===== config.mk =====
export PLATFORM = sky130hd
export DESIGN_NAME = exe_branch
export DESIGN_NICKNAME = d
export VERILOG_FILES = /design/src/exe_pkg.sv /design/src/exe_branch.sv
export VERILOG_INCLUDE_DIRS = /design/src
export SDC_FILE = /design/constraint.sdc
export NUM_CORES = 1
export LEC_CHECK = 0
export BUFFER_PORTS_ARGS = -buffer_cell sky130_fd_sc_hd__buf_2
export CAP_MARGIN = 40
export CORE_ASPECT_RATIO = 0.6
export CORE_MARGIN = 5
export CORE_UTILIZATION = 40
export DETAILED_ROUTE_END_ITERATION = 8
export PLACE_DENSITY = 0.77
export SLEW_MARGIN = 20
export SYNTH_ARGS = -nofsm -noshare
export SYNTH_HDL_FRONTEND = slang
export SYNTH_SLANG_ARGS = --single-unit

===== constraint.sdc =====
create_clock -name vclk -period 7.48
set_input_delay 0.748 -clock vclk [all_inputs]
set_output_delay 0.748 -clock vclk [all_outputs]
set_load 0.02 [all_outputs]

===== src/exe_macros.svh =====
`ifndef EXE_MACROS_SVH
`define EXE_MACROS_SVH

// datapath widths
`define EXE_DATA_W    32
`define EXE_REG_W     5
`define EXE_OP_W      4

// return address is the next sequential instruction
`define EXE_LINK_OFS  4

// branch op codes carried in the op field of slot eu0
`define EXE_BR_JIRL   3
`define EXE_BR_B      4
`define EXE_BR_BL     5
`define EXE_BR_BEQ    6
`define EXE_BR_BNE    7
`define EXE_BR_BLT    8
`define EXE_BR_BGE    9
`define EXE_BR_BLTU   10
`define EXE_BR_BGEU   11

`endif

===== src/exe_pkg.sv =====
`include "exe_macros.svh"

package exe_pkg;

    typedef logic [`EXE_DATA_W-1:0] data_t;
    typedef logic [`EXE_DATA_W-1:0] pc_t;
    // register 0 is hardwired to zero and never written
    typedef logic [`EXE_REG_W-1:0]  reg_addr_t;
    // raw op field; for multiply, bit 0 picks the high word and bit 1 signed operands
    typedef logic [`EXE_OP_W-1:0]   exe_op_t;

    // unit selected in slot eu0
    typedef enum logic [1:0] {
        unit_alu,
        unit_mul,
        unit_br
    } exe_unit_t;

    typedef enum logic [`EXE_OP_W-1:0] {
        alu_add,
        alu_sub,
        alu_slt,
        alu_sltu,
        alu_and,
        alu_or,
        alu_xor,
        alu_nor,
        alu_sll,
        alu_srl,
        alu_sra,
        alu_lui
    } alu_op_t;

    typedef enum logic [`EXE_OP_W-1:0] {
        br_jirl = `EXE_BR_JIRL,
        br_b    = `EXE_BR_B,
        br_bl   = `EXE_BR_BL,
        br_beq  = `EXE_BR_BEQ,
        br_bne  = `EXE_BR_BNE,
        br_blt  = `EXE_BR_BLT,
        br_bge  = `EXE_BR_BGE,
        br_bltu = `EXE_BR_BLTU,
        br_bgeu = `EXE_BR_BGEU
    } branch_op_t;

endpackage


===== src/exe_branch.sv =====
`include "exe_macros.svh"

module exe_branch import exe_pkg::*; (
    input  logic       en,
    input  branch_op_t op,
    input  pc_t        pc,
    input  pc_t        pc_next,
    input  data_t      sr0,
    input  data_t      sr1,
    input  data_t      imm,
    output logic       taken,
    output pc_t        target,
    output data_t      link,
    output logic       link_en,
    output logic       mispredict
);

    logic cond;
    pc_t  actual_next;

    always_comb begin
        case (op)
            br_jirl, br_b, br_bl: begin
                cond = 1'b1;
            end
            br_beq: begin
                cond = sr0 == sr1;
            end
            br_bne: begin
                cond = sr0 != sr1;
            end
            br_blt: begin
                cond = $signed(sr0) < $signed(sr1);
            end
            br_bge: begin
                cond = $signed(sr0) >= $signed(sr1);
            end
            br_bltu: begin
                cond = sr0 < sr1;
            end
            br_bgeu: begin
                cond = sr0 >= sr1;
            end
            default: begin
                cond = 1'b0;
            end
        endcase
    end

    // jirl is register-relative, everything else pc-relative
    assign target = ((op == br_jirl) ? sr0 : pc) + imm;

    // fall-through address doubles as the link value
    assign link    = pc + `EXE_LINK_OFS;
    assign link_en = en && ((op == br_bl) || (op == br_jirl));

    assign taken       = en && cond;
    assign actual_next = taken ? target : link;
    assign mispredict  = en && (actual_next != pc_next);

endmodule


==> impl_metrics.toml <==
[run_status]
status = "complete, no violations"

[worst_setup_path]
setup.worst_path.end_class = "primary output"
crit_chain = "buf_2, nand2_1, nor3_2, buf_4, mux2_2, ha_1, inv_1, fa_1, nor2b_1, o2111ai_2, a311oi_2, a211oi_1, and2_1, a2111oi_0, o211ai_1, a221oi_1, nand4b_1, or4_1, o21a_1, buf_2"
max_stage_delay_ps = 550
cp_data_arrival_time_ps = 5870
startpoint_type = "primary input"
crit_top_cell = "buf_2"
cp.required_ps = 6730
cp_slowest_cell = "or4_1"
crit_buf_inv = 4
worstPathMaxFanout = 37
cpLargestDelayFamily = "compound AO/OA/AOI/OAI gates"
critical_path_class = "primary input to primary output"

[routing]
num_vias = 6103
drt_first_iter_violations = 648
ant_nets = 0
firstDrtPassIters = 5
routed_wl_mm = 21.2
drc_errors = 0
wl_per_cell_um = 20.5
viasPerCell = 5.89

[die]
core-area_um2 = 11500
dieArea_um2 = 14300
row_count = 30
ios = 232
initial_core_util_pct = 41.6
die_h_um = 94.7
die_x_um = 151

[layout]
syn2layout_area_growth_pct = 26.9
n_antenna_cell = 0
sequential_cell_total = 0
final_cell_area_um2 = 6070
fin_cells = 1036
area.sequential_um2 = 0
fin_nets = 1108
nClkBuffers = 0
drive_gt1_share_pct = 31.3

[synth]
yosys_warnings = 0
avgSynthCellArea_um2 = 7.24
netlist_instances = 661
synth_area_um2 = 4780
yosysUniqueCellTypes = 72
synth.net_count = 891
ys_seq_area_share_pct = 0

[sta]
slew_headroom_pct = 34.8
grt_setup_unrepaired = "no"
tns_ps = 0
period_share_pct = 88.5
finalWorstSetupSlack_ps = 861
period_minus_slack_ps = 6620
finalHoldViolCount = 0
fmax_mhz = 151
final_max_slew_viol_count = 0
tightest_slew_ps = 969
finalSetupViolations = 0

[grt]
grt_max_degree = 38
grtUsageTotal_pct = 27.5
grt_pass1_wl_mm = 30.9
grt_pass1_vias = 5624
grt_overflow = 0
antenna_found_initial = 1

[flow_run]
drv_cap = 0

[power_and_ir_drop]
p_leak_nw = 3.05
vdd_drop_max_mv = 0.0700
p_per_area_nw_per_um2 = 98.9

[placed_design]
place_area_um2 = 6070
dp_slack_ps = 1090
hpwl_mm = 18.6
place.gp.congestion = 0.967
port_buffers = 232
dp_cells = 1035

[clock_network]
cts_resized = 0
cts_hold_buffers = 0
post-cts-setup-buffers = 0

[min_path]
hold_path_class = "primary input to primary output"
[cell usage after synthesis (all sizes together), types with 5 or more instances]
cell type,number,area [um^2]
mux2,26,293
a221oi,5,43.8
xor2,36,315
nor4,11,75.1
xnor3,6,135
ha,64,801
nor2,40,166
xnor2,49,429
o21ai,31,155
a21o,13,97.6
a31oi,5,31.3
and2,6,37.5
o2111ai,8,76.3
o21a,7,52.6
nor2b,7,43.8
nor3,14,70.1
o211ai,8,60.1
nand4,17,113
clkbuf,15,58.8
nand3,34,170
a211oi,13,97.6
a21oi,46,234
or4,5,41.3
nand2,48,180
xor3,5,119
inv,64,243
and3,9,56.3
[final timing paths]
| path | start | endpoint | slack [ps] | cells past startpoint |
|---|---|---|---|---|
| min | pc[0] | link[0] | 1770 | 2 |
| max | op[1] | mispredict | 860 | 20 |
[cell usage in the layout (no fill, tap or decap), drive strengths merged, types with 6 or more instances in the layout]
cell type	n
a21o	13
nand2	48
o21a	7
and3	9
xor2	36
and2	6
xnor3	6
nor4	11
buf	233
o2111ai	8
xnor2	49
mux2	26
ha	64
inv	64
o211ai	8
nand4	17
nor3	14
nor2	40
nand3	34
o21ai	31
a21oi	46
a211oi	13
nor2b	7
[metal layers]
metal,track usage [%],vias to the layer above,wire length (um)
met1,41.4,2747,9570
met3,9.35,18,3230
met2,38.6,440,8260
met5,0,-,11
met4,2.64,2,141
li1,-,2896,-
[power by group]
group / total [mW] / internal [mW] / switching (mW)
registers: 0 / 0 / 0
logic: 0.600 / 0.236 / 0.364
clock network: 0 / 0 / 0
total: 0.600 / 0.236 / 0.364
[cell type report]
cell class | count | area [um^2]
Inverter | 64 | 243
Timing Repair Buffer | 234 | 1170
Fill cell | 1181 | 5410
Tap cell | 160 | 200
Multi-Input combinational cell | 578 | 4460
[metrics by stage]
step           utilization [%]  hold WS, ps  power, mW
4_1_cts                   52.8         1780      0.588
5_1_grt                   52.9         1780      0.645
2_1_floorplan                -         1580      0.377
6_report                  52.9         1770      0.600
3_3_place_gp              52.8         1770      0.585
3_5_place_dp              52.8         1780      0.583
[kinds of logic (layout without fill, tap and decap cells)]
kind of cell | after synthesis | after routing | synth area share, %
AND/OR/NAND/NOR | 214 | 214 | 23.6
AO/OA/AOI/OAI | 176 | 176 | 25.1
XOR/XNOR | 96 | 96 | 20.9
buffers and inverters | 83 | 298 | 6.96
adder cells (fa/ha/maj) | 65 | 65 | 17.2
multiplexers | 27 | 27 | 6.33
Note: power is estimated with default switching activity, not from simulation.
