### config.mk
export PLATFORM = sky130hd
export DESIGN_NAME = exe_mul
export DESIGN_NICKNAME = d
export VERILOG_FILES = /design/src/exe_pkg.sv /design/src/exe_mul.sv
export VERILOG_INCLUDE_DIRS = /design/src
export SDC_FILE = /design/constraint.sdc
export NUM_CORES = 2
export LEC_CHECK = 0
export BUFFER_PORTS_ARGS = -buffer_cell sky130_fd_sc_hd__buf_2
export CAP_MARGIN = 20
export CELL_PAD_IN_SITES_DETAIL_PLACEMENT = 1
export CELL_PAD_IN_SITES_GLOBAL_PLACEMENT = 1
export CORE_MARGIN = 8
export CORE_UTILIZATION = 45
export DETAILED_ROUTE_END_ITERATION = 16
export GPL_TIMING_DRIVEN = 1
export PLACE_DENSITY_LB_ADDON = 0.05
export SYNTH_ARGS = -nofsm -noshare
export SYNTH_HDL_FRONTEND = slang
export SYNTH_SLANG_ARGS = --single-unit
### constraint.sdc
create_clock -name clk -period 5.84 [get_ports clk]
set_input_delay 0.876 -clock clk [delete_from_list [all_inputs] [get_ports clk]]
set_output_delay 0.876 -clock clk [all_outputs]
set_load 0.01 [all_outputs]
### src/exe_macros.svh
`ifndef EXE_MACROS_SVH
`define EXE_MACROS_SVH

// datapath widths
`define EXE_DATA_W    32
`define EXE_REG_W     5
`define EXE_OP_W      4

// return address is the next sequential instruction
`define EXE_LINK_OFS  4

// branch op codes carried in the op field of slot eu0
`define EXE_BR_JIRL   3
`define EXE_BR_B      4
`define EXE_BR_BL     5
`define EXE_BR_BEQ    6
`define EXE_BR_BNE    7
`define EXE_BR_BLT    8
`define EXE_BR_BGE    9
`define EXE_BR_BLTU   10
`define EXE_BR_BGEU   11

`endif
### src/exe_pkg.sv
`include "exe_macros.svh"

package exe_pkg;

    typedef logic [`EXE_DATA_W-1:0] data_t;
    typedef logic [`EXE_DATA_W-1:0] pc_t;
    // register 0 is hardwired to zero and never written
    typedef logic [`EXE_REG_W-1:0]  reg_addr_t;
    // raw op field; for multiply, bit 0 picks the high word and bit 1 signed operands
    typedef logic [`EXE_OP_W-1:0]   exe_op_t;

    // unit selected in slot eu0
    typedef enum logic [1:0] {
        unit_alu,
        unit_mul,
        unit_br
    } exe_unit_t;

    typedef enum logic [`EXE_OP_W-1:0] {
        alu_add,
        alu_sub,
        alu_slt,
        alu_sltu,
        alu_and,
        alu_or,
        alu_xor,
        alu_nor,
        alu_sll,
        alu_srl,
        alu_sra,
        alu_lui
    } alu_op_t;

    typedef enum logic [`EXE_OP_W-1:0] {
        br_jirl = `EXE_BR_JIRL,
        br_b    = `EXE_BR_B,
        br_bl   = `EXE_BR_BL,
        br_beq  = `EXE_BR_BEQ,
        br_bne  = `EXE_BR_BNE,
        br_blt  = `EXE_BR_BLT,
        br_bge  = `EXE_BR_BGE,
        br_bltu = `EXE_BR_BLTU,
        br_bgeu = `EXE_BR_BGEU
    } branch_op_t;

endpackage

### src/exe_mul.sv
module exe_mul import exe_pkg::*; (
    input  logic      clk,
    input  logic      rst_n,
    input  logic      clear,
    input  logic      en,
    input  exe_op_t   op,
    input  reg_addr_t rd,
    input  data_t     sr0,
    input  data_t     sr1,
    output logic      en_out,
    output reg_addr_t rd_out,
    output data_t     result
);

    logic        sign_op;
    logic [31:0] pp_ll_d;
    logic [31:0] pp_lh_d;
    logic [31:0] pp_hl_d;
    logic [31:0] pp_hh_d;
    logic [31:0] corr_d;

    logic        s1_en;
    logic        s1_hi;
    reg_addr_t   s1_rd;
    logic [31:0] s1_ll;
    logic [31:0] s1_lh;
    logic [31:0] s1_hl;
    logic [31:0] s1_hh;
    logic [31:0] s1_corr;
    logic [63:0] sum;

    assign sign_op = op[1];

    // unsigned 16x16 partial products
    assign pp_ll_d = sr0[15:0] * sr1[15:0];
    assign pp_lh_d = sr0[15:0] * sr1[31:16];
    assign pp_hl_d = sr0[31:16] * sr1[15:0];
    assign pp_hh_d = sr0[31:16] * sr1[31:16];

    // negative weight of each sign bit, taken off the high word
    assign corr_d = ((sign_op && sr0[31]) ? sr1 : 32'b0)
                  + ((sign_op && sr1[31]) ? sr0 : 32'b0);

    always_ff @(posedge clk or negedge rst_n) begin
        if (!rst_n) begin
            s1_en  <= 1'b0;
            en_out <= 1'b0;
        end else if (clear) begin
            s1_en  <= 1'b0;
            en_out <= 1'b0;
        end else begin
            s1_en  <= en;
            en_out <= s1_en;
        end
    end

    always_ff @(posedge clk) begin
        s1_hi   <= op[0];
        s1_rd   <= rd;
        s1_ll   <= pp_ll_d;
        s1_lh   <= pp_lh_d;
        s1_hl   <= pp_hl_d;
        s1_hh   <= pp_hh_d;
        s1_corr <= corr_d;
    end

    assign sum = {s1_hh, s1_ll}
               + {16'b0, s1_lh, 16'b0}
               + {16'b0, s1_hl, 16'b0}
               - {s1_corr, 32'b0};

    always_ff @(posedge clk) begin
        rd_out <= s1_rd;
        result <= s1_hi ? sum[63:32] : sum[31:0];
    end

endmodule

==> flow_metrics.env <==
export IMPL_outcome="complete, but fails checks"
export IMPL_failed_checks="setup timing"
export IMPL_clock_skew_ps=31.21
export IMPL_die_w_um=336.1
export IMPL_syn_num_nets=6762
export IMPL_grt_pass1_wl_um=247800
export IMPL_syn_cell_area_um2=46110
export IMPL_gr_total_overflow=0
export IMPL_first_global_vias=42450
export IMPL_slew_limit_headroom_pct=43.44
export IMPL_grt_usage_pct=28.30
export IMPL_setup_viol=25
export IMPL_fin_setup_tns_ps=-2138
export IMPL_cts_inserted_buffers=29
export IMPL_slew_violations=0
export IMPL_die_h_um=336.1
export IMPL_ys_ff_latch=205
export IMPL_yosysWarnings=0
export IMPL_min_delay_start="s1_rd[2]"
export IMPL_grt_max_degree=55
export IMPL_fin_crit_ps=6073
export IMPL_cts_tree="built"
export IMPL_hold_class="register to register"
export IMPL_vias=38350
export IMPL_drive_gt1_share_pct=19.62
export IMPL_crit_required_ps=6380
export IMPL_first_pass_iters=5
export IMPL_synth_seq_area_share_pct=8.922
export IMPL_crit_path_max_fanout=5
export IMPL_synth_edf_count=0
export IMPL_clk_latency_ps=640
export IMPL_endpoint_kind="register"
export IMPL_startpoint_type="input pin"
export IMPL_tightest_slew_ps=837.8
export IMPL_syn_avg_cell_area_um2=8.714
export IMPL_cts_sinks=205
export IMPL_drt_total_wl_um=164200
export IMPL_worstReg2RegStart="s1_lh[28]"
export IMPL_first_iter_violations=1989
export IMPL_antenna_found_initial=10
export IMPL_ys_async_sr_fraction_pct=0.9756
export IMPL_vias_per_cell=5.277
export IMPL_yosysUniqueCellTypes=73
export IMPL_ant_nets=0
export IMPL_area_growth_pct=23.57
export IMPL_synthCells=5291
export IMPL_synth_flop_cell="dfxtp_1"
export IMPL_gp_congestion=0.8857
export IMPL_criticalPathCategory="input pin to register"
export IMPL_hold_viol_final=0
export IMPL_die_area_um2=113000
export IMPL_fmax_ghz=0.1647
export IMPL_start_util_pct=45.32
export IMPL_fin_ws_ps=-233.2
export IMPL_clk_pin_slew_ps=60
export IMPL_dp_hpwl_um=134300
export IMPL_clock_path_buffers=3
export IMPL_cp_arrival_ps=6610
export IMPL_drc=0
export IMPL_rows=117
export IMPL_core_um2=101700
export IMPL_fin_crit_sh_pct=104.0
export IMPL_rsz0062_at_grt="yes"
export IMPL_cts_root_buf="clkbuf_16"
export IMPL_ioPinCount=115
export IMPL_wire_per_inst_um=22.60
export IMPL_cts_htree_levels=1
export IMPL_startpoint="sr0[21]"
export IMPL_cap_violations=0
export IMPL_port_buffers=112
export IMPL_nets=7346
==> what timing repair did <==
| item | in CTS | in global routing |
|---|---|---|
| gates resized for setup | 181 | 269 |
| gates cloned | 4 | 13 |
| buffers inserted | 30 | 51 |
| pin swaps | 78 | 148 |
| setup endpoints to repair | 43 | 48 |
| endpoints found under the hold margin | 2 | 0 |
| hold buffers | 1 | 0 |
==> layout by cell type, fill, tap and decap left out, drive strengths merged, types with 7 or more instances in the layout <==
cell type  instances
o21bai            27
xnor2            117
nor2b             18
nand2            663
o21a              26
buf              782
xor2              66
and3              80
clkbuf            49
a31oi             18
nand2b            16
clkinv             7
or3               21
and2             488
fa               825
a21boi             9
nor2             103
o31ai              8
nor3              37
nand4             32
dfxtp            203
a21oi            212
o21ai            108
nand3             47
a211o              8
inv             1105
o211ai            15
a41oi              7
ha               569
a21o             104
or2                7
o2111ai            8
a211oi            23
==> synth_stat cells (9+ instances only) <==
cell type | n | area, um2
inv_1 | 1100 | 4129
fa_1 | 825 | 16520
nand2_1 | 663 | 2489
ha_1 | 569 | 7119
and2_1 | 487 | 3047
clkbuf_1 | 237 | 889.6
a21oi_1 | 212 | 1061
dfxtp_1 | 203 | 4064
xnor2_1 | 117 | 1025
o21ai_0 | 108 | 540.5
a21o_1 | 104 | 780.8
nor2_1 | 103 | 386.6
and3_1 | 79 | 494.2
xor2_1 | 66 | 578.1
nand3_1 | 47 | 235.2
nor3_1 | 37 | 185.2
nand4_1 | 32 | 200.2
o21bai_1 | 27 | 202.7
o21a_1 | 26 | 195.2
a211oi_1 | 23 | 172.7
or3_1 | 19 | 118.9
a31oi_1 | 18 | 112.6
nor2b_1 | 18 | 112.6
nand2b_1 | 16 | 100.1
o211ai_1 | 14 | 105.1
a21boi_0 | 9 | 67.56
==> metal layers <==
| metal | up-vias | wire length, um | GRT usage, % |
|---|---|---|---|
| met5 | - | 0 | 0 |
| met4 | 0 | 6664 | 9.348 |
| met3 | 234 | 8103 | 3.039 |
| met2 | 853 | 76850 | 47.55 |
| met1 | 19770 | 72590 | 38.16 |
| li1 | 17490 | - | - |
==> critical path, cell delays in order <==
cell and delay (ps):
buf_12 110, buf_12 140, and2_4 140, fa_1 520, inv_2 40, fa_2 540
fa_2 450, fa_1 500, inv_2 40, fa_2 520, inv_2 40, fa_2 530
inv_2 40, ha_4 260, nand3_2 80, or4_4 550, o21ai_4 180, o2111ai_4 150
a21oi_2 210, o41a_1 180, a41o_1 200, o41ai_2 80, xnor2_1 210
==> per-stage QoR <==
stage                     instance area [um2]  util, %  worst slack, ps  hold slack (ps)  instances
after floorplan                         46720        -           -412.5            309.6       5291
after global placement                  53230    52.32            -1029            310.6       7123
after detailed placement                53230    52.32            -1106            313.5       7123
after CTS                               55280    54.33           -176.8            327.2       7208
after global routing                    56970    56.00           -381.8            331.6       7265
final                                   56980    56.00           -233.2            325.4       7266
==> final cells by class <==
| class | count | area [um2] |
|---|---|---|
| antenna | 1 | 2.502 |
| clock buffer | 34 | 774.5 |
| clock inverter | 19 | 209.0 |
| fill | 11710 | 44770 |
| inverter | 1100 | 4131 |
| multi-input combinational | 3738 | 38400 |
| sequential | 205 | 4115 |
| tap | 1368 | 1712 |
| timing repair buffer | 801 | 7631 |
==> registers in the layout, summed over array words and instances, names as in the netlist <==
name and count:
rd_out 5, s1_hl 32, s1_rd 5, result 32
s1_ll 32, s1_lh 32, en_out 1, s1_corr 32
s1_hi 1, s1_en 1, s1_hh 32
==> kinds of logic after synthesis <==
logic type,Yosys count,synth area share (%)
muxes,3,0.07055
xor gates and xnor gates,183,3.476
buffers and inverters,1348,11.08
DFF,205,8.922
AOI/OAI and AO/OA,620,8.608
and+or+nand+nor,1538,16.59
adders and majority gates,1394,51.26
==> path summary, 6_finish.rpt <==
| kind | endpoint | slack, ps | cells past startpoint |
|---|---|---|---|
| setup reg to reg | result[30] | 1250 | 14 |
| hold / removal | rd_out[2] | 330 | 0 |
| max in group asynchronous | s1_en | 5180 | 2 |
| setup / recovery | s1_hh[30] | -230 | 23 |
| min in group asynchronous | en_out | 570 | 2 |
| hold reg to reg | rd_out[2] | 330 | 0 |
Power is not shown: default switching activity piles up to over one toggle a cycle in this logic, so the estimate is an artifact.
