[config.mk]
export PLATFORM = sky130hd
export DESIGN_NAME = exe_alu
export DESIGN_NICKNAME = d
export VERILOG_FILES = /design/src/exe_pkg.sv /design/src/exe_alu.sv
export VERILOG_INCLUDE_DIRS = /design/src
export SDC_FILE = /design/constraint.sdc
export NUM_CORES = 1
export LEC_CHECK = 0
export BUFFER_PORTS_ARGS = -buffer_cell sky130_fd_sc_hd__buf_2
export CAP_MARGIN = 5
export CORE_UTILIZATION = 25
export DETAILED_ROUTE_END_ITERATION = 10
export PLACE_DENSITY_LB_ADDON = 0.1
export REMOVE_ABC_BUFFERS = 1
export SLEW_MARGIN = 25
export SYNTH_ARGS = -nofsm -noshare
export SYNTH_HDL_FRONTEND = slang
export SYNTH_SLANG_ARGS = --single-unit
[constraint.sdc]
create_clock -name vclk -period 4.61
set_input_delay 0.922 -clock vclk [all_inputs]
set_output_delay 0.922 -clock vclk [all_outputs]
set_load 0.1 [all_outputs]
[src/exe_macros.svh]
`ifndef EXE_MACROS_SVH
`define EXE_MACROS_SVH

// datapath widths
`define EXE_DATA_W    32
`define EXE_REG_W     5
`define EXE_OP_W      4

// return address is the next sequential instruction
`define EXE_LINK_OFS  4

// branch op codes carried in the op field of slot eu0
`define EXE_BR_JIRL   3
`define EXE_BR_B      4
`define EXE_BR_BL     5
`define EXE_BR_BEQ    6
`define EXE_BR_BNE    7
`define EXE_BR_BLT    8
`define EXE_BR_BGE    9
`define EXE_BR_BLTU   10
`define EXE_BR_BGEU   11

`endif
[src/exe_pkg.sv]
`include "exe_macros.svh"

package exe_pkg;

    typedef logic [`EXE_DATA_W-1:0] data_t;
    typedef logic [`EXE_DATA_W-1:0] pc_t;
    // register 0 is hardwired to zero and never written
    typedef logic [`EXE_REG_W-1:0]  reg_addr_t;
    // raw op field; for multiply, bit 0 picks the high word and bit 1 signed operands
    typedef logic [`EXE_OP_W-1:0]   exe_op_t;

    // unit selected in slot eu0
    typedef enum logic [1:0] {
        unit_alu,
        unit_mul,
        unit_br
    } exe_unit_t;

    typedef enum logic [`EXE_OP_W-1:0] {
        alu_add,
        alu_sub,
        alu_slt,
        alu_sltu,
        alu_and,
        alu_or,
        alu_xor,
        alu_nor,
        alu_sll,
        alu_srl,
        alu_sra,
        alu_lui
    } alu_op_t;

    typedef enum logic [`EXE_OP_W-1:0] {
        br_jirl = `EXE_BR_JIRL,
        br_b    = `EXE_BR_B,
        br_bl   = `EXE_BR_BL,
        br_beq  = `EXE_BR_BEQ,
        br_bne  = `EXE_BR_BNE,
        br_blt  = `EXE_BR_BLT,
        br_bge  = `EXE_BR_BGE,
        br_bltu = `EXE_BR_BLTU,
        br_bgeu = `EXE_BR_BGEU
    } branch_op_t;

endpackage

[src/exe_alu.sv]
module exe_alu import exe_pkg::*; (
    input  alu_op_t op,
    input  data_t   sr0,
    input  data_t   sr1,
    output data_t   result
);

    logic [4:0] shamt;

    assign shamt = sr1[4:0];

    always_comb begin
        case (op)
            alu_add: begin
                result = sr0 + sr1;
            end
            alu_sub: begin
                result = sr0 - sr1;
            end
            alu_slt: begin
                result = {31'b0, $signed(sr0) < $signed(sr1)};
            end
            alu_sltu: begin
                result = {31'b0, sr0 < sr1};
            end
            alu_and: begin
                result = sr0 & sr1;
            end
            alu_or: begin
                result = sr0 | sr1;
            end
            alu_xor: begin
                result = sr0 ^ sr1;
            end
            alu_nor: begin
                result = ~(sr0 | sr1);
            end
            alu_sll: begin
                result = sr0 << shamt;
            end
            alu_srl: begin
                result = sr0 >> shamt;
            end
            alu_sra: begin
                result = $signed(sr0) >>> shamt;
            end
            // immediate is already shifted by decode
            default: begin
                result = sr1;
            end
        endcase
    end

endmodule

==> metrics.txt, run 1 <==
Pleak roughly 0.0064 uW; final global-route overflow total 0; n_diodes 0; final-layout clock buffer total 0; register area 0 um2; Routed WL per cell ~23 um; Top Ports 100; status finished, violations left; RD Place Congestion 0.9164; core area about 37000 um2; largest net degree at the start of global routing 70; worst-path fanout max 3; Ys Warns 0; Post-Synthesis Cells 1393; Largest stage delay, worst path between 0.4 and 0.5 ns; routed wire length around 53 mm; Final Worst Setup Slack -0.1593 ns; Least-Margin Pin Slew between 0.6 and 0.7 ns; Post-Synthesis Cell Area between 9000 and 10000 um2; Die W just under 200 um; syn_area_per_cell around 6.8 um2; Post-DP HPWL ~42 mm; worst vdd ir roughly 0.083 mV; Hold Path Depth 3; Min-Delay Path Class primary input to output port; Largest delay share family, worst path compound AO/OA/AOI/OAI gates; drc violations 0; CP Depth 13; fin util 39.63%; Site Rows 70; Nets approximately 1900; initial core utilization approximately a quarter; Max Fclk around 210 MHz; final setup violation count 7; fin crit share 103.5%; Pre-Repair DR Iteration Count 6; # Max-Cap Violations 0; critical path class primary input to output port; IO buf count 100; post-synth cell types 93; Starting DRT DRC Count roughly 1100; crit path max-delay cell type o311ai_4; Die Y-Extent a little under 200 um; PwrDens 157.7 nW/um2; Final TNS setup -0.4494 ns; vias per cell about 5.6; minimum clock period 4.769 ns; Max Slew Vio Count 0; global-route usage over all layers 26.54%; Buf+Inv Stages, Crit Path 2; Final ANT Viol Nets 0; CTS hold repair buffers 0; final hold violations 0; WP data arrival 3.85 ns; area delta synth->final 54.91%; crit-path cells buf_6 -> ha_4 -> fa_2 -> nor2_4 -> o221ai_4 -> a21oi_4 -> a22oi_2 -> o311ai_4 -> nand4_1 -> o221a_1 -> and3_1 -> o32a_1 -> buf_12; first-pass GRT wire length about 80 mm; critical path endpoint category output port; initial antenna violation count 1; Rel. slew slack 53.20%; share of layout cells above drive strength 1 about two fifths; failing checks negative setup slack; via count between 10000 and 15000; Die Area ~39000 um2; sequential cell area fraction in the yosys report 0%; crit path launch type primary input; num sequential 0; unrepaired setup endpoints after global routing yes; vias in the first global route between 10000 and 15000; CP required approximately 3.7 ns
kinds of logic (layout without fill, tap and decap cells):
group / count (synthesis) / count (layout) / share of synthesized area [%]
AO/OA/AOI/OAI: 544 / 544 / 38.85
XOR/XNOR: 15 / 15 / 1.393
adder cells (fa/ha/maj): 100 / 100 / 13.42
buffers and inverters: 215 / 601 / 9.867
multiplexers: 112 / 112 / 16.68
AND/OR/NAND/NOR: 407 / 407 / 19.79
repair_timing:
action | in CTS | in global routing
setup buffers | 7 | 10
endpoints found under the setup margin | 28 | 26
cloned | 0 | 1
pin swaps | 48 | 61
gates resized for setup | 118 | 129
cell usage in the layout (no fill, tap or decap), types with 14 or more instances in the layout:
master / Yosys / final
a211oi_1: 24 / 19
a21o_1: 23 / 23
a21oi_1: 159 / 142
a21oi_2: 0 / 14
buf_12: 1 / 36
buf_2: 38 / 58
buf_4: 7 / 375
buf_6: 3 / 22
ha_1: 98 / 72
ha_4: 0 / 17
inv_1: 99 / 84
mux2i_1: 68 / 66
mux4_2: 31 / 31
nand2_1: 111 / 109
nand3_1: 21 / 20
nor2_1: 156 / 153
nor3_1: 30 / 29
o211ai_1: 16 / 16
o21ai_0: 102 / 88
o21ai_1: 19 / 18
o221ai_1: 18 / 16
o22ai_1: 18 / 18
metrics by stage:
step | setup WS [ns] | instances | power, uW | cell area (um2) | hold WS [ns]
after floorplan | -2.267 | 1282 | 1083 | 8894 | 2.287
after global placement | -0.5690 | 2270 | 2090 | 13390 | 2.339
after detailed placement | -0.5807 | 2270 | 2087 | 13390 | 2.332
after CTS | -0.1394 | 2276 | 2188 | 13980 | 2.337
after global routing | -0.2250 | 2283 | 2434 | 14610 | 2.364
final | -0.1593 | 2283 | 2305 | 14610 | 2.324
cell type report:
| class | count | area, um2 |
|---|---|---|
| fillers | 3926 | 22260 |
| well taps | 504 | 630.6 |
| repair buffers | 497 | 4192 |
| multi-input cells | 1178 | 9384 |
| inverters | 104 | 407.9 |
power by group:
group          total (uW)  internal, uW  switching [uW]  leakage (uW)
clock network           0             0               0             0
logic                2310           959            1350       0.00643
registers               0             0               0             0
routing by layer:
layer | part of all wire [%] | track usage (%) | up-vias
li1 | - | - | 5990
met5 | 0.026 | 0 | -
met1 | 45 | 38.55 | 6227
met4 | 2.6 | 5.903 | 2
met2 | 45 | 42.08 | 531
met3 | 7.0 | 2.269 | 80
final timing paths:
check / startpoint / end / slack (ns)
max: sr1[0] / result[30] / -0.16
min: sr1[30] / result[30] / 2.32
synthesized netlist by cell type, types with 5 or more instances:
library cell	n	area share [%]
a211o_1	5	0.46
a211oi_1	24	1.9
a21o_1	23	1.8
a21oi_1	159	8.4
a221o_1	11	1.2
a221oi_1	15	1.4
a22oi_1	20	1.6
a31oi_1	13	0.86
a32oi_1	5	0.46
and2_1	7	0.46
and3_1	11	0.73
buf_1	15	0.60
buf_2	38	2.0
buf_4	7	0.56
clkbuf_1	46	1.8
ha_1	98	13
inv_1	99	3.9
inv_2	5	0.20
mux2_2	9	1.1
mux2i_1	68	7.2
mux4_2	31	7.4
nand2_1	111	4.4
nand2b_1	10	0.66
nand3_1	21	1.1
nand4_1	11	0.73
nor2_1	156	6.2
nor2b_1	9	0.60
nor3_1	30	1.6
nor4_1	6	0.40
o211ai_1	16	1.3
o21a_1	8	0.64
o21ai_0	102	5.4
o21ai_1	19	1.0
o21bai_1	14	1.1
o221ai_1	18	1.7
o22ai_1	18	1.2
o31ai_1	10	0.80
o32a_1	8	0.85
or3_1	10	0.66
xnor2_1	13	1.2
Note: power is estimated with default switching activity, not from simulation.
==> run 2: changes to the inputs <==
==> constraint.sdc (replaced) <==
create_clock -name vclk -period 5.7
set_input_delay 1.14 -clock vclk [all_inputs]
set_output_delay 1.14 -clock vclk [all_outputs]
set_load 0.1 [all_outputs]
==> metrics.txt, run 2 (synthesis gave the netlist of run 1 again) <==
status finished clean; Sw Share between 60% and 70%; num sequential 0; via count ~12000; internal power approximately 500 uW; Hold Path Depth 4; Final TNS setup 0 ns; fill cell count about 4100; Nets approximately 1600; fin util a little under a third; Pre-Repair DR Iteration Count 5; CP required about 4.6 ns; final-layout clock buffer total 0; initial antenna violation count 2; Top Ports 100; # Max-Cap Violations 0; routed wire length ~50 mm; final instance count without filler cells roughly 2000; CTS hold repair buffers 0; Die Y-Extent 196.3 um; Routed WL per cell ~25 um; core area between 30000 and 40000 um2; crit path launch type primary input; PwrDens roughly 130 nW/um2; critical path endpoint category output port; largest net degree at the start of global routing between 60 and 70; Net Switching 985.2 uW; Flop pwr share 0%; commonest non-fill, non-tap cell in the layout a21oi_1; worst vdd ir between 0.1 and 0.15 mV; critical path class primary input to output port; Max Slew Vio Count 0; IO buf count 100; vias in the first global route between 10000 and 15000; RD Place Congestion around 0.94; Min-Delay Startpoint sr1[13]; vias per cell slightly below 6; Starting DRT DRC Count around 1100; final global-route overflow total 0; Min-Delay Path Class primary input to output port; worst-path fanout max 6; initial core utilization 25.59%; crit path max-delay cell type fa_1; crit-path cells buf_2 -> inv_1 -> ha_1 -> fa_1 -> nor2_2 -> o221ai_2 -> a21oi_4 -> a22oi_2 -> o311ai_4 -> nand4_1 -> o221a_1 -> and3_1 -> o32a_1 -> buf_12; Die Area 38520 um2; n_diodes 0; first-pass GRT wire length ~74 mm; Min-Delay Endpoint result[13]; clock power share 0%; Die W ~200 um; Rel. slew slack approximately two fifths; Least-Margin Pin Slew ~0.87 ns; minimum clock period about 5.6 ns; Final ANT Viol Nets 0; register area 0 um2; total power ~1500 uW; area delta synth->final 18.61%; Post-Place Worst Slack -0.2003 ns; Post-DP HPWL 39.13 mm; Final Worst Setup Slack a little over 0.1 ns; Pleak roughly 0.0048 uW; Inst Count DP 1977; commonest non-fill, non-tap cells in the layout a21oi_1, nor2_1, nand2_1; WP data arrival around 4.5 ns; fin crit share a little over nine tenths; share of layout cells above drive strength 1 a little under a fifth; Site Rows 70; Max Fclk 178.7 MHz; final setup violation count 0; Largest stage delay, worst path 0.43 ns; global-route usage over all layers approximately 25%; final hold violations 0; drc violations 0; Comb power frac between 90% and 100%
run 2: critical path: cells and delay by family:
| family | cells | cell delay, ns |
|---|---|---|
| buf+inv | 3 | 0.40 |
| simple gates | 3 | 0.54 |
| fa+ha+maj | 2 | 0.67 |
| compound gates | 6 | 1.69 |
run 2: layer usage:
metal | wire [um] | track usage, %
met1 | 23750 | 36.63
met2 | 22570 | 40.68
met3 | 2956 | 1.753
met4 | 1105 | 5.237
met5 | 0 | 0
run 2: what timing repair did:
item | CTS | global route
gates resized for setup | 2 | 6
pin swaps | 0 | 3
endpoints found under the hold margin | 0 | 0
buffers inserted | 0 | 2
setup endpoints to repair | 5 | 6
run 2: cell type report:
| type | instances | area, um2 | area share [%] |
|---|---|---|---|
| multi-input combinational | 1178 | 8549 | 76.41 |
| inverter | 104 | 390.4 | 3.489 |
| tap | 504 | 630.6 | 5.636 |
| timing repair buffer | 193 | 1619 | 14.47 |
run 2: worst max-delay path by stage:
stage	start	end	slack [ns]	cells past startpoint
after floorplan	sr1[2]	result[26]	-1.61	11
after global placement	sr0[6]	result[31]	-0.26	13
after detailed placement	sr0[6]	result[31]	-0.20	13
after CTS	sr0[14]	result[31]	0.02	13
after global routing	sr0[0]	result[30]	-0.006	14
final	sr0[0]	result[30]	0.10	14
run 2: stage by stage:
stage	hold WS [ns]	area, um2
2_1_floorplan	2.723	8894
3_3_place_gp	2.752	11140
3_5_place_dp	2.751	11140
4_1_cts	2.758	11140
5_1_grt	2.783	11190
6_report	2.749	11190
run 2: power by group through the flow:
| stage | logic, uW | registers [uW] | clock network [uW] |
|---|---|---|---|
| finish | 1490 | 0 | 0 |
| global route | 1580 | 0 | 0 |
| CTS | 1470 | 0 | 0 |
| detailed placement | 1460 | 0 | 0 |
| global placement | 1470 | 0 | 0 |
| floorplan | 876 | 0 | 0 |
